<file path="config.mk">
export PLATFORM = sky130hd
export DESIGN_NAME = afe_top
export DESIGN_NICKNAME = d
export VERILOG_FILES = /design/src/hw/afe_pkg.sv /design/src/hw/sys_bus_if.sv /design/src/hw/adc_frontend.sv /design/src/hw/afe_housekeeping.sv /design/src/hw/afe_top.sv /design/src/hw/dac_generator.sv /design/src/hw/sys_bus_decoder.sv
export VERILOG_INCLUDE_DIRS = /design/src /design/src/hw
export SDC_FILE = /design/constraint.sdc
export NUM_CORES = 1
export LEC_CHECK = 0
export ABC_AREA = 1
export BUFFER_PORTS_ARGS = -buffer_cell sky130_fd_sc_hd__buf_2
export CORE_AREA = 2 2 154 156
export CTS_BUF_LIST = sky130_fd_sc_hd__clkbuf_16
export CTS_CLUSTER_SIZE = 24
export DETAILED_ROUTE_END_ITERATION = 8
export DIE_AREA = 0 0 156 158
export GPL_TIMING_DRIVEN = 0
export PLACE_DENSITY_LB_ADDON = 0.08
export SYNTH_ARGS = -nofsm -noshare
export SYNTH_HDL_FRONTEND = slang
export SYNTH_HIERARCHICAL = 1
export SYNTH_SLANG_ARGS = --single-unit
export TNS_END_PERCENT = 1
</file>
<file path="constraint.sdc">
create_clock -name adc_clk -period 3.33 [get_ports adc_clk]
set_clock_uncertainty 0.2 [all_clocks]
set_input_delay 0.666 -clock adc_clk [delete_from_list [all_inputs] [get_ports adc_clk]]
set_output_delay 0.666 -clock adc_clk [all_outputs]
set_load 0.01 [all_outputs]
</file>
<file path="src/hw/afe_defs.svh">
`ifndef AFE_DEFS_SVH
`define AFE_DEFS_SVH

//////////////////////////////
// data path widths
//////////////////////////////

`define AFE_DW      14    // sample and pin code
`define AFE_SUM_W   15    // offset sum before saturation

//////////////////////////////
// system bus
//////////////////////////////

`define BUS_AW      23    // full address
`define BUS_DW      32
`define BUS_OFS_W   20    // offset inside one region, region no. above it
`define BUS_REGIONS 8

// identification word, returned on HK_ID
`define AFE_ID      32'h4146_4501

`define LED_W       8

// housekeeping reset values
`define LED_RST     8'h00
`define LOOP_RST    1'b0   // loopback off

`endif

</file>
<file path="src/hw/afe_pkg.sv">
`default_nettype none

`include "afe_defs.svh"

package afe_pkg;

  //////////////////////////////
  // data types
  //////////////////////////////

  typedef logic signed [`AFE_DW-1:0] sample_t;    // two's complement
  typedef logic        [`AFE_DW-1:0] dac_code_t;  // neg slope, ~sample

  typedef logic [`BUS_AW-1:0] bus_addr_t;
  typedef logic [`BUS_DW-1:0] bus_data_t;

  //////////////////////////////
  // register maps
  //////////////////////////////

  // region 0
  typedef enum logic [`BUS_OFS_W-1:0] {
    HK_ID   = 'h0,
    HK_LOOP = 'h4,
    HK_LED  = 'h8
  } hk_reg_e;

  // region 1, bit 4 selects the channel
  typedef enum logic [`BUS_OFS_W-1:0] {
    GEN_A_MODE   = 'h00,
    GEN_A_STEP   = 'h04,
    GEN_A_OFFSET = 'h08,
    GEN_B_MODE   = 'h10,
    GEN_B_STEP   = 'h14,
    GEN_B_OFFSET = 'h18
  } gen_reg_e;

  typedef enum logic [1:0] {
    GEN_OFF  = 2'd0,
    GEN_DC   = 2'd1,  // offset only
    GEN_RAMP = 2'd2   // accumulator + offset
  } gen_mode_e;

endpackage

`default_nettype wire

</file>
<file path="src/hw/sys_bus_if.sv">
`default_nettype none

`include "afe_defs.svh"

// request/ack register bus
// a request is a single cycle wen or ren pulse,
// the slave answers with ack in the very next cycle
interface sys_bus_if;

  logic [`BUS_AW-1:0] addr;
  logic [`BUS_DW-1:0] wdata;
  logic               wen;
  logic               ren;
  logic [`BUS_DW-1:0] rdata;  // valid with ack
  logic               err;    // valid with ack
  logic               ack;

  modport master (
    output addr,
    output wdata,
    output wen,
    output ren,
    input  rdata,
    input  err,
    input  ack
  );

  modport slave (
    input  addr,
    input  wdata,
    input  wen,
    input  ren,
    output rdata,
    output err,
    output ack
  );

endinterface

`default_nettype wire

</file>
<file path="src/hw/adc_frontend.sv">
`default_nettype none

`include "afe_defs.svh"

module adc_frontend (
  input  wire logic               adc_clk,
  input  wire logic               arst_n_i,
  input  wire afe_pkg::dac_code_t adc_raw_a_i,  // neg slope raw code
  input  wire afe_pkg::dac_code_t adc_raw_b_i,
  input  wire logic               loop_i,       // take DAC values instead
  input  wire afe_pkg::sample_t   dac_val_a_i,
  input  wire afe_pkg::sample_t   dac_val_b_i,
  output afe_pkg::sample_t        adc_a_o,
  output afe_pkg::sample_t        adc_b_o,
  output logic                    adc_valid_o   // no ready, samples not taken are lost
);

  afe_pkg::sample_t samp_a;   // converted, untrimmed
  afe_pkg::sample_t samp_b;

  // raw is inverse of two's complement
  assign samp_a = ~adc_raw_a_i;
  assign samp_b = ~adc_raw_b_i;

  //////////////////////////////
  // channel cross + trim
  //////////////////////////////

  always_ff @(posedge adc_clk) begin
    if (loop_i) begin
      adc_a_o <= dac_val_a_i;   // full 14 bits in loopback
      adc_b_o <= dac_val_b_i;
    end else begin
      adc_a_o <= {samp_b[`AFE_DW-1:2], 2'b00};  // adc B -> ch A, 2 LSB dropped
      adc_b_o <= {samp_a[`AFE_DW-1:2], 2'b00};  // adc A -> ch B
    end
  end

  // ADC never stalls, valid from first edge out of reset
  always_ff @(posedge adc_clk or negedge arst_n_i) begin
    if (!arst_n_i) adc_valid_o <= 1'b0;
    else           adc_valid_o <= 1'b1;
  end

endmodule

`default_nettype wire

</file>
<file path="src/hw/afe_housekeeping.sv">
`default_nettype none

`include "afe_defs.svh"

module afe_housekeeping (
  input  wire logic           adc_clk,
  input  wire logic           arst_n_i,
  output logic                loop_o,    // digital loopback DAC -> ADC
  output logic [`LED_W-1:0]   led_o,
  sys_bus_if.slave            bus
);

  logic [`BUS_OFS_W-1:0] reg_ofs;
  logic                  hit;        // offset is mapped

  assign reg_ofs = bus.addr[`BUS_OFS_W-1:0];
  assign hit     = reg_ofs inside {afe_pkg::HK_ID, afe_pkg::HK_LOOP, afe_pkg::HK_LED};

  //////////////////////////////
  // control registers
  //////////////////////////////

  always_ff @(posedge adc_clk or negedge arst_n_i) begin
    if (!arst_n_i) begin
      loop_o  <= `LOOP_RST;
      led_o   <= `LED_RST;
      bus.ack <= 1'b0;
      bus.err <= 1'b0;
    end else begin
      bus.ack <= bus.wen | bus.ren;     // always one cycle later
      bus.err <= bus.ren & !hit;        // bad writes are dropped silently
      if (bus.wen) begin
        case (reg_ofs)
          afe_pkg::HK_LOOP: loop_o <= bus.wdata[0];
          afe_pkg::HK_LED:  led_o  <= bus.wdata[`LED_W-1:0];
          default: ;                    // ID is read only
        endcase
      end
    end
  end

  // read data for the ack cycle
  always_ff @(posedge adc_clk) begin
    case (reg_ofs)
      afe_pkg::HK_ID:   bus.rdata <= `AFE_ID;
      afe_pkg::HK_LOOP: bus.rdata <= {{(`BUS_DW-1){1'b0}}, loop_o};
      afe_pkg::HK_LED:  bus.rdata <= {{(`BUS_DW-`LED_W){1'b0}}, led_o};
      default:          bus.rdata <= '0;
    endcase
  end

endmodule

`default_nettype wire

</file>
<file path="src/hw/afe_top.sv">
`default_nettype none

`include "afe_defs.svh"

module afe_top (
  input  wire logic               adc_clk,
  input  wire logic               arst_n_i,
  // system bus
  input  wire afe_pkg::bus_addr_t sys_addr_i,
  input  wire afe_pkg::bus_data_t sys_wdata_i,
  input  wire logic               sys_wen_i,
  input  wire logic               sys_ren_i,
  output afe_pkg::bus_data_t      sys_rdata_o,
  output logic                    sys_err_o,
  output logic                    sys_ack_o,
  // ADC
  input  wire afe_pkg::dac_code_t adc_raw_a_i,
  input  wire afe_pkg::dac_code_t adc_raw_b_i,
  output afe_pkg::sample_t        adc_a_o,
  output afe_pkg::sample_t        adc_b_o,
  output logic                    adc_valid_o,
  // DAC
  input  wire logic [1:0]         temp_prot_i,
  output afe_pkg::dac_code_t      dac_dat_a_o,
  output afe_pkg::dac_code_t      dac_dat_b_o,
  output logic                    dac_reset_o,
  output logic [`LED_W-1:0]       led_o
);

  logic             digital_loop;
  afe_pkg::sample_t dac_val_a;     // generator -> ADC loopback
  afe_pkg::sample_t dac_val_b;

  sys_bus_if hk_bus ();   // region 0
  sys_bus_if gen_bus ();  // region 1

  //////////////////////////////
  // bus decode
  //////////////////////////////

  sys_bus_decoder u_decoder (
    .adc_clk     (adc_clk),
    .arst_n_i    (arst_n_i),
    .sys_addr_i  (sys_addr_i),
    .sys_wdata_i (sys_wdata_i),
    .sys_wen_i   (sys_wen_i),
    .sys_ren_i   (sys_ren_i),
    .sys_rdata_o (sys_rdata_o),
    .sys_err_o   (sys_err_o),
    .sys_ack_o   (sys_ack_o),
    .hk_bus      (hk_bus),
    .gen_bus     (gen_bus)
  );

  afe_housekeeping u_hk (
    .adc_clk  (adc_clk),
    .arst_n_i (arst_n_i),
    .loop_o   (digital_loop),
    .led_o    (led_o),
    .bus      (hk_bus)
  );

  //////////////////////////////
  // analog paths
  //////////////////////////////

  dac_generator u_gen (
    .adc_clk     (adc_clk),
    .arst_n_i    (arst_n_i),
    .temp_prot_i (temp_prot_i),
    .dac_val_a_o (dac_val_a),
    .dac_val_b_o (dac_val_b),
    .dac_dat_a_o (dac_dat_a_o),
    .dac_dat_b_o (dac_dat_b_o),
    .dac_reset_o (dac_reset_o),
    .bus         (gen_bus)
  );

  adc_frontend u_adc (
    .adc_clk     (adc_clk),
    .arst_n_i    (arst_n_i),
    .adc_raw_a_i (adc_raw_a_i),
    .adc_raw_b_i (adc_raw_b_i),
    .loop_i      (digital_loop),
    .dac_val_a_i (dac_val_a),
    .dac_val_b_i (dac_val_b),
    .adc_a_o     (adc_a_o),
    .adc_b_o     (adc_b_o),
    .adc_valid_o (adc_valid_o)
  );

endmodule

`default_nettype wire

</file>
<file path="src/hw/dac_generator.sv">
`default_nettype none

`include "afe_defs.svh"

module dac_generator (
  input  wire logic        adc_clk,
  input  wire logic        arst_n_i,
  input  wire logic [1:0]  temp_prot_i,  // [0] ch A, [1] ch B
  output afe_pkg::sample_t  dac_val_a_o,  // current cycle, for loopback
  output afe_pkg::sample_t  dac_val_b_o,
  output afe_pkg::dac_code_t dac_dat_a_o, // pin A carries ch B
  output afe_pkg::dac_code_t dac_dat_b_o, // pin B carries ch A
  output logic             dac_reset_o,
  sys_bus_if.slave         bus
);

  afe_pkg::gen_mode_e      mode_q [2];
  afe_pkg::sample_t        step_q [2];
  afe_pkg::sample_t        ofs_q  [2];
  afe_pkg::sample_t        acc_q  [2];   // ramp, wraps at 14 bits
  afe_pkg::sample_t        base   [2];
  afe_pkg::sample_t        val    [2];
  logic signed [`AFE_SUM_W-1:0] sum [2];
  afe_pkg::dac_code_t      code_q [2];
  logic [`BUS_OFS_W-1:0]   reg_ofs;
  logic                    ch;           // channel of the bus access
  logic                    hit;
  logic                    mode_wr;
  logic                    rst_q;

  assign reg_ofs = bus.addr[`BUS_OFS_W-1:0];
  assign ch      = reg_ofs[4];
  assign hit     = reg_ofs inside {afe_pkg::GEN_A_MODE, afe_pkg::GEN_A_STEP,
                                   afe_pkg::GEN_A_OFFSET, afe_pkg::GEN_B_MODE,
                                   afe_pkg::GEN_B_STEP, afe_pkg::GEN_B_OFFSET};
  assign mode_wr = bus.wen & (reg_ofs == afe_pkg::GEN_A_MODE |
                              reg_ofs == afe_pkg::GEN_B_MODE);

  //////////////////////////////
  // config and accumulators
  //////////////////////////////

  always_ff @(posedge adc_clk or negedge arst_n_i) begin
    if (!arst_n_i) begin
      for (int c = 0; c < 2; c++) begin
        mode_q[c] <= afe_pkg::GEN_OFF;
        step_q[c] <= '0;
        ofs_q[c]  <= '0;
        acc_q[c]  <= '0;
      end
      bus.ack <= 1'b0;
      bus.err <= 1'b0;
    end else begin
      bus.ack <= bus.wen | bus.ren;
      bus.err <= bus.ren & !hit;
      if (bus.wen) begin
        case (reg_ofs)
          afe_pkg::GEN_A_MODE, afe_pkg::GEN_B_MODE:
            mode_q[ch] <= afe_pkg::gen_mode_e'(bus.wdata[1:0]);
          afe_pkg::GEN_A_STEP, afe_pkg::GEN_B_STEP:
            step_q[ch] <= bus.wdata[`AFE_DW-1:0];
          afe_pkg::GEN_A_OFFSET, afe_pkg::GEN_B_OFFSET:
            ofs_q[ch]  <= bus.wdata[`AFE_DW-1:0];
          default: ;
        endcase
      end
      for (int c = 0; c < 2; c++) begin
        if (mode_wr && ch == 1'(c)) acc_q[c] <= '0;        // restart on mode write
        else if (mode_q[c] == afe_pkg::GEN_RAMP) acc_q[c] <= acc_q[c] + step_q[c];
      end
    end
  end

  always_ff @(posedge adc_clk) begin
    case (reg_ofs)
      afe_pkg::GEN_A_MODE, afe_pkg::GEN_B_MODE:
        bus.rdata <= {{(`BUS_DW-2){1'b0}}, mode_q[ch]};
      afe_pkg::GEN_A_STEP, afe_pkg::GEN_B_STEP:
        bus.rdata <= {{(`BUS_DW-`AFE_DW){1'b0}}, step_q[ch]};
      afe_pkg::GEN_A_OFFSET, afe_pkg::GEN_B_OFFSET:
        bus.rdata <= {{(`BUS_DW-`AFE_DW){1'b0}}, ofs_q[ch]};
      default:
        bus.rdata <= '0;
    endcase
  end

  //////////////////////////////
  // value, saturation
  //////////////////////////////

  always_comb begin
    for (int c = 0; c < 2; c++) begin
      base[c] = (mode_q[c] == afe_pkg::GEN_RAMP) ? acc_q[c] : '0;  // DC has no ramp
      sum[c]  = `AFE_SUM_W'(base[c]) + `AFE_SUM_W'(ofs_q[c]);       // sign extended
      // top two bits differ -> clip to full scale
      if (sum[c][`AFE_SUM_W-1] != sum[c][`AFE_SUM_W-2])
        val[c] = {sum[c][`AFE_SUM_W-1], {(`AFE_DW-1){~sum[c][`AFE_SUM_W-1]}}};
      else
        val[c] = sum[c][`AFE_DW-1:0];
      // off, unknown mode or overheated
      if (!(mode_q[c] inside {afe_pkg::GEN_DC, afe_pkg::GEN_RAMP}) || temp_prot_i[c])
        val[c] = '0;
    end
  end

  assign dac_val_a_o = val[0];
  assign dac_val_b_o = val[1];

  //////////////////////////////
  // DAC pins
  //////////////////////////////

  always_ff @(posedge adc_clk or negedge arst_n_i) begin
    if (!arst_n_i) begin
      code_q[0]   <= '1;   // code of 0
      code_q[1]   <= '1;
      dac_dat_a_o <= '1;
      dac_dat_b_o <= '1;
      rst_q       <= 1'b1;
      dac_reset_o <= 1'b1;
    end else begin
      code_q[0]   <= ~val[0];   // neg slope code
      code_q[1]   <= ~val[1];
      dac_dat_a_o <= code_q[1]; // cross ch B -> pin A
      dac_dat_b_o <= code_q[0]; // cross ch A -> pin B
      rst_q       <= 1'b0;
      dac_reset_o <= rst_q;     // stretched by one edge
    end
  end

endmodule

`default_nettype wire

</file>
<file path="src/hw/sys_bus_decoder.sv">
`default_nettype none

`include "afe_defs.svh"

module sys_bus_decoder (
  input  wire logic              adc_clk,
  input  wire logic              arst_n_i,
  input  wire afe_pkg::bus_addr_t sys_addr_i,
  input  wire afe_pkg::bus_data_t sys_wdata_i,
  input  wire logic              sys_wen_i,
  input  wire logic              sys_ren_i,
  output afe_pkg::bus_data_t     sys_rdata_o,
  output logic                   sys_err_o,
  output logic                   sys_ack_o,
  sys_bus_if.master              hk_bus,
  sys_bus_if.master              gen_bus
);

  logic [$clog2(`BUS_REGIONS)-1:0] region;    // region of current request
  logic [$clog2(`BUS_REGIONS)-1:0] region_q;  // region of last request
  logic                            req;
  logic                            stub_ack_q;

  assign region = sys_addr_i[`BUS_AW-1:`BUS_OFS_W];
  assign req    = sys_wen_i | sys_ren_i;

  //////////////////////////////
  // request routing
  //////////////////////////////

  // addr and data fan out, only strobes are steered
  assign hk_bus.addr   = sys_addr_i;
  assign hk_bus.wdata  = sys_wdata_i;
  assign hk_bus.wen    = sys_wen_i & (region == 'd0);
  assign hk_bus.ren    = sys_ren_i & (region == 'd0);

  assign gen_bus.addr  = sys_addr_i;
  assign gen_bus.wdata = sys_wdata_i;
  assign gen_bus.wen   = sys_wen_i & (region == 'd1);
  assign gen_bus.ren   = sys_ren_i & (region == 'd1);

  always_ff @(posedge adc_clk or negedge arst_n_i) begin
    if (!arst_n_i) begin
      region_q   <= '0;
      stub_ack_q <= 1'b0;
    end else begin
      if (req) region_q <= region;             // held until next request
      stub_ack_q <= req & (region > 'd1);     // regions 2..7, no slave
    end
  end

  //////////////////////////////
  // response mux
  //////////////////////////////

  always_comb begin
    case (region_q)
      'd0: begin
        sys_rdata_o = hk_bus.rdata;
        sys_err_o   = hk_bus.err;
        sys_ack_o   = hk_bus.ack;
      end
      'd1: begin
        sys_rdata_o = gen_bus.rdata;
        sys_err_o   = gen_bus.err;
        sys_ack_o   = gen_bus.ack;
      end
      default: begin  // stub answers empty
        sys_rdata_o = '0;
        sys_err_o   = 1'b0;
        sys_ack_o   = stub_ack_q;
      end
    endcase
  end

endmodule

`default_nettype wire

</file>
## Yosys cells after proc, flatten, opt, wreduce, memory -nomap -nowiden

Cells that the tools add are included.

- Register bits after elaboration: 237
- Input port bits: 89
- Output and inout port bits: 100
- Logic and storage cells: 128

- $add $sub $neg: 4
- $lt $le $gt $ge: 3
- Equality and inequality tests: 13
- Muxes and demuxes: 33
- Bitwise gates (word level): 20
- Reductions and logical operators: 26

Operators with widths:

| cell | number |
|---|---|
| $mux 14 | 19 |
| $pmux 31 s3 | 1 |
| $pmux 31 s2 | 1 |
| $eq 20x5->1 const B | 3 |
| $bwmux 28 | 2 |
| $not 14->14 | 4 |
| $pmux 14 s3 | 1 |
| $add 14x14->15 | 2 |
| $add 14x14->14 | 2 |
| $eq 20x3->1 const B | 1 |
| $eq 20x4->1 const B | 1 |
| $logic_not 20->1 | 1 |
| $demux 14 s1 | 1 |
| $reduce_and 2->1 | 5 |
| $and 1x1->1 | 8 |
| $mux 2 | 4 |
| $reduce_bool 2->1 | 4 |
| $eq 3x1->1 const B | 2 |
| $logic_not 3->1 | 2 |
| $reduce_bool 6->1 | 1 |
| $reduce_or 2->1 | 3 |
| $bwmux 4 | 1 |
| $eq 2x1->1 const B | 2 |
| $eq 2x2->1 const B | 2 |
| other kinds (13) | 26 |

## Logic depth before layout (Yosys ltp)

- Depth in word-level cells: 7
- Mapped depth: 23
- Mapped depth without buffers: 20

## Modules after synthesis

Netlist, hierarchy kept.

By module, submodules not included:

| module | instances | cells each | area each (µm²) | seq. area each (µm²) |
|---|---|---|---|---|
| dac_generator | 1 | 1,225 | 9,665.5 | 4,056.4 |
| sys_bus_decoder | 1 | 253 | 1,697.9 | 100.1 |
| afe_housekeeping | 1 | 127 | 1,062.3 | 455.4 |
| adc_frontend | 1 | 92 | 960.9 | 585.6 |

## Worst setup path after synthesis

Ideal clock, no wire load.

- Kind: reg-to-reg
- Start: register u_gen/mode_q[0] in the netlist's numbering
- End: register u_adc.adc_b_o[3]
- Setup time: 0.115 ns
- Arrival: 2.713 ns
- Required time: 3.015 ns
- Slack: 0.301 ns
- Stages on the path, launching flop included: 23
- Path buffers: 3
- Clock period less this slack: 3.029 ns
- Cell sequence: dfrtp_1 -> inv_1 -> ha_1 -> clkbuf_1 -> clkbuf_1 -> nand2_1 -> inv_1 -> ha_1 -> inv_1 -> fa_1 -> inv_1 -> nand2_1 -> nand3_2 -> nand2_1 -> nand3_1 -> nand2_1 -> nand2_1 -> buf_4 -> nand3_1 -> nand2_2 -> inv_2 -> nand2_1 -> o21ai_2

- Longest elaborated chain between the ends: 7
- Elaborated cells between the ends (all ways): 12
- Classes of those cells: add/sub (1); eq/ne (3); mux (4); bitwise (1); reduce/logical (3)

Ends and longest elaborated chain:

| item | line | source |
|---|---|---|
| start, declared | dac_generator.sv:17 | `afe_pkg::gen_mode_e mode_q [2];` |
| start signal, assigned by index | dac_generator.sv:46 | `mode_q[c] <= afe_pkg::GEN_OFF;` |
| start signal, assigned by index | dac_generator.sv:59 | `mode_q[ch] <= afe_pkg::gen_mode_e'(bus.wdata[1:0]);` |
| $eq 2x2->1 | dac_generator.sv:93, dac_generator.sv:101 |  |
| $mux 14 | dac_generator.sv:93 | `base[c] = (mode_q[c] == afe_pkg::GEN_RAMP) ? acc_q[c] : '0;` |
| $add 14x14->15 (no source line) | - |  |
| $ne 1x1->1 / $not 1->1 (equally long branches) | dac_generator.sv:96, dac_generator.sv:97 |  |
| $mux 14 | dac_generator.sv:96 | `` if (sum[c][`AFE_SUM_W-1] != sum[c][`AFE_SUM_W-2]) `` |
| $mux 14 * | dac_generator.sv:101 | `if (!(mode_q[c] inside {afe_pkg::GEN_DC, afe_pkg::GEN_RAMP}) \|\| temp_prot_i[c])` |
| named net dac_val_b[3] | afe_top.sv:32 | `afe_pkg::sample_t dac_val_b;` |
| $mux 14 * | adc_frontend.sv:30 | `if (loop_i) begin` |
| end signal, assigned | adc_frontend.sv:32 | `adc_b_o <= dac_val_b_i;` |
| end signal, assigned | adc_frontend.sv:35 | `` adc_b_o <= {samp_a[`AFE_DW-1:2], 2'b00}; `` |
| end, declared | adc_frontend.sv:14 | `output afe_pkg::sample_t adc_b_o,` |

The timed path passes the listed nets; every way through them passes the cells marked *.
A chain may end at the register's enable or synchronous reset.

## Worst setup path after layout

- Start: register u_gen/mode_q[2] in the netlist's numbering
- End: register u_adc.adc_a_o[11]

- Longest elaborated chain between the ends: 7
- Elaborated cells between the ends (all ways): 12
- Classes of those cells: add/sub (1); eq/ne (3); mux (4); bitwise (1); reduce/logical (3)

Ends and longest elaborated chain:

| item | line | source |
|---|---|---|
| $eq 2x2->1 | dac_generator.sv:93, dac_generator.sv:101 |  |
| $mux 14 | dac_generator.sv:93 |  |
| $add 14x14->15 (no source line) | - |  |
| $ne 1x1->1 / $not 1->1 (equally long branches) | dac_generator.sv:96, dac_generator.sv:97 |  |
| $mux 14 | dac_generator.sv:96 |  |
| $mux 14 * | dac_generator.sv:101 |  |
| named net dac_val_a[11] | afe_top.sv:31 | `afe_pkg::sample_t dac_val_a;` |
| $mux 14 * | adc_frontend.sv:30 |  |
| end signal, assigned | adc_frontend.sv:31 | `adc_a_o <= dac_val_a_i;` |
| end signal, assigned | adc_frontend.sv:34 | `` adc_a_o <= {samp_b[`AFE_DW-1:2], 2'b00}; `` |
| end, declared | adc_frontend.sv:13 | `output afe_pkg::sample_t adc_a_o,` |

Marked as above.

==> metrics.cfg <==
[status]
run_status=completed

[routing]
firstDrtPassIters=5
wl_um=32500
viasPerCell=5.11
wire_per_inst_um=15.2
drt_first_iter_violations=794
num_vias=10908
ant_nets=0
drc=0

[sta]
fin_ws_ns=0.222
max_freq_mhz=322
period_share_pct=93.3
slew_headroom_pct=64.0
hold_viol=0
setup_viol=0
final_max_slew_viol_count=0
fin_crit_ns=3.11
worst_pin_slew_ns=0.534

[critical_path]
path_class=reg -> reg
cpMostUsedCell=nand2_1
arrival_ns=3.30
critPathCaptureType=flip-flop
cp.required_ns=3.53
crit_path_start_kind=flip-flop
r2r_cells=21
path_cells=inv_1 > ha_4 > clkbuf_4 > nand2_1 > inv_1 > ha_1 > nand2_1 > inv_1 > nand2_1 > nand3_1 > nand2_1 > nand2_2 > nand2_1 > nand2_2 > nand2_2 > buf_6 > nand3_2 > nand2_2 > inv_2 > nand2_1 > o21ai_1
critPathMaxStageDelay_ns=0.38
rrSetupSlack_ns=0.22
path_max_fanout=10
timing.rr.start=u_gen/mode_q[2]
crit_slowest_cell=dfrtp_1
worst_r2r_endpoint=u_adc/adc_a_o[11]

[layout]
fillers=2149
diodes=0
drive_gt1_share_pct=28.5
fin_nets=1977
postLayoutCoreUtil_pct=64.7
syn_to_final_growth_pct=14.5
stdcell_area_um2=14900

[clock_network]
cts_sinks=215
cts-root-buf=clkbuf_16
cts_setup_buffers=0
numCtsBuffers=23
clkLatencyLatePin_ns=0.51
cts-htree-levels=1
cts_buffer_depth=3
path_clk_slew_ns=0.06
cts_tree=done

[place]
post_dp_cell_area_um2=14200
numPortBuffers=120
place_ws_ns=-0.210
dp_hpwl_um=25000
routabilityCongestion=0.926

[worst_hold_path]
holdCritPathClass=in -> reg
worstHoldStart=adc_raw_a_i[10]
min_to=u_adc/adc_b_o[10]
holdPathStages=2

[run]
maxCapViolCount=0

[power_and_ir_drop]
p_leak_nw=8.14
ir_drop_mv=0.320
power_density_nw_per_um2=358

[die]
fp.dieW_um=156
num_io_pins=189
die_h_um=158
rows=56
die_area_um2=24600
core_um2=23100
start_util_pct=56.5

[synthesis]
ys_warn_count=6
syn-instance-count=1649
syn_area_per_cell_um2=7.90
syn_area_um2=13000

[global_routing]
grt_max_degree=108
grt_use_total_pct=26.3
antenna_found_initial=1
grt_first_pass_wirelength_um=51700
grt_overflow=0
first_global_vias=10229

registers in the layout, indices dropped and copies added (netlist names), 3 cells and up:
name and count:
u_gen/step_q 28, u_adc/adc_b_o 14, u_hk/bus.rdata 9, u_decoder/region_q 3, u_gen/dac_dat_b_o 14, u_gen/bus.rdata 14
u_gen/mode_q 4, u_hk/led_o 8, u_gen/acc_q 28, u_gen/code_q 28, u_gen/ofs_q 28, u_adc/adc_a_o 14
u_gen/dac_dat_a_o 14
where the power goes:
group | leakage, nW | internal [W] | switching, W
clock | 0.361 | 0.00130 | 0.00102
combinational | 5.28 | 0.000157 | 0.000226
sequential | 2.50 | 0.00263 | 0.00000674
cells in the final DEF (no fill, tap or decap), types with 43 or more instances in the layout:
master,instances
a21oi_1,43
buf_2,138
buf_4,107
dfrtp_1,106
dfstp_2,58
dfxtp_1,51
ha_1,55
inv_1,141
nand2_1,496
nand3_1,121
nor2_1,87
o21ai_0,45
o21ai_1,46
routing by layer:
layer / wire [µm] / GRT usage (%) / up-vias
met5: 13 / 0 / -
met4: 646 / 6.16 / 2
met3: 1970 / 3.50 / 54
met2: 15200 / 44.8 / 319
met1: 14700 / 35.9 / 5046
li1: - / - / 5487
worst max-delay path, delay by kind of cell, from the launching register on:
family / cells / cell delay [ns]
AND/OR/NAND/NOR: 12 / 1.20
AO/OA/AOI/OAI: 1 / 0.07
flip-flops: 1 / 0.38
buffers and inverters: 6 / 0.67
adder cells (fa/ha/maj): 2 / 0.47
per-stage QoR:
stage | std cells | power (W) | setup TNS [ns] | hold WS (ns)
after detailed placement | 2093 | 0.00306 | -3.69 | 0.147
after CTS | 2135 | 0.00539 | 0 | 0.0959
after floorplan | 1682 | 0.00293 | 0 | 0.145
final | 2135 | 0.00534 | 0 | 0.117
after global placement | 2092 | 0.00305 | -130.10 | 0.145
after global routing | 2135 | 0.00555 | -0.122 | 0.0982
timing repair:
action	CTS	global route
hold buffers	1	0
pin swaps	0	0
hold endpoints to repair	50	0
gates resized for setup	4	18
gates cloned	0	0
setup endpoints to repair	44	31
final cells by class:
type | instances | area (µm²) | area share [%]
Multi-Input combinational cell | 1145 | 6230 | 41.8
Tap cell | 290 | 363 | 2.43
Timing Repair Buffer | 122 | 648 | 4.35
Clock inverter | 18 | 82.6 | 0.554
Sequential cell | 215 | 5200 | 34.9
Buffer | 154 | 1160 | 7.75
Clock buffer | 24 | 601 | 4.03
Inverter | 167 | 629 | 4.22
how the worst max path moves through the flow:
stage / from / endpoint / slack (ns) / cells after the start
final: u_gen/mode_q[2] / u_adc/adc_a_o[11] / 0.22 / 21
after global placement: arst_n_i / u_gen/acc_q[12] / -1.15 / 1
after global routing: u_gen/mode_q[0] / u_adc/adc_b_o[8] / -0.03 / 21
after CTS: u_gen/mode_q[2] / u_adc/adc_a_o[11] / 0.03 / 21
after detailed placement: u_gen/mode_q[2] / u_adc/adc_a_o[12] / -0.21 / 22
after floorplan: u_gen/mode_q[0] / u_adc/adc_b_o[3] / 0.30 / 22
(Power assumes the default switching activity.)
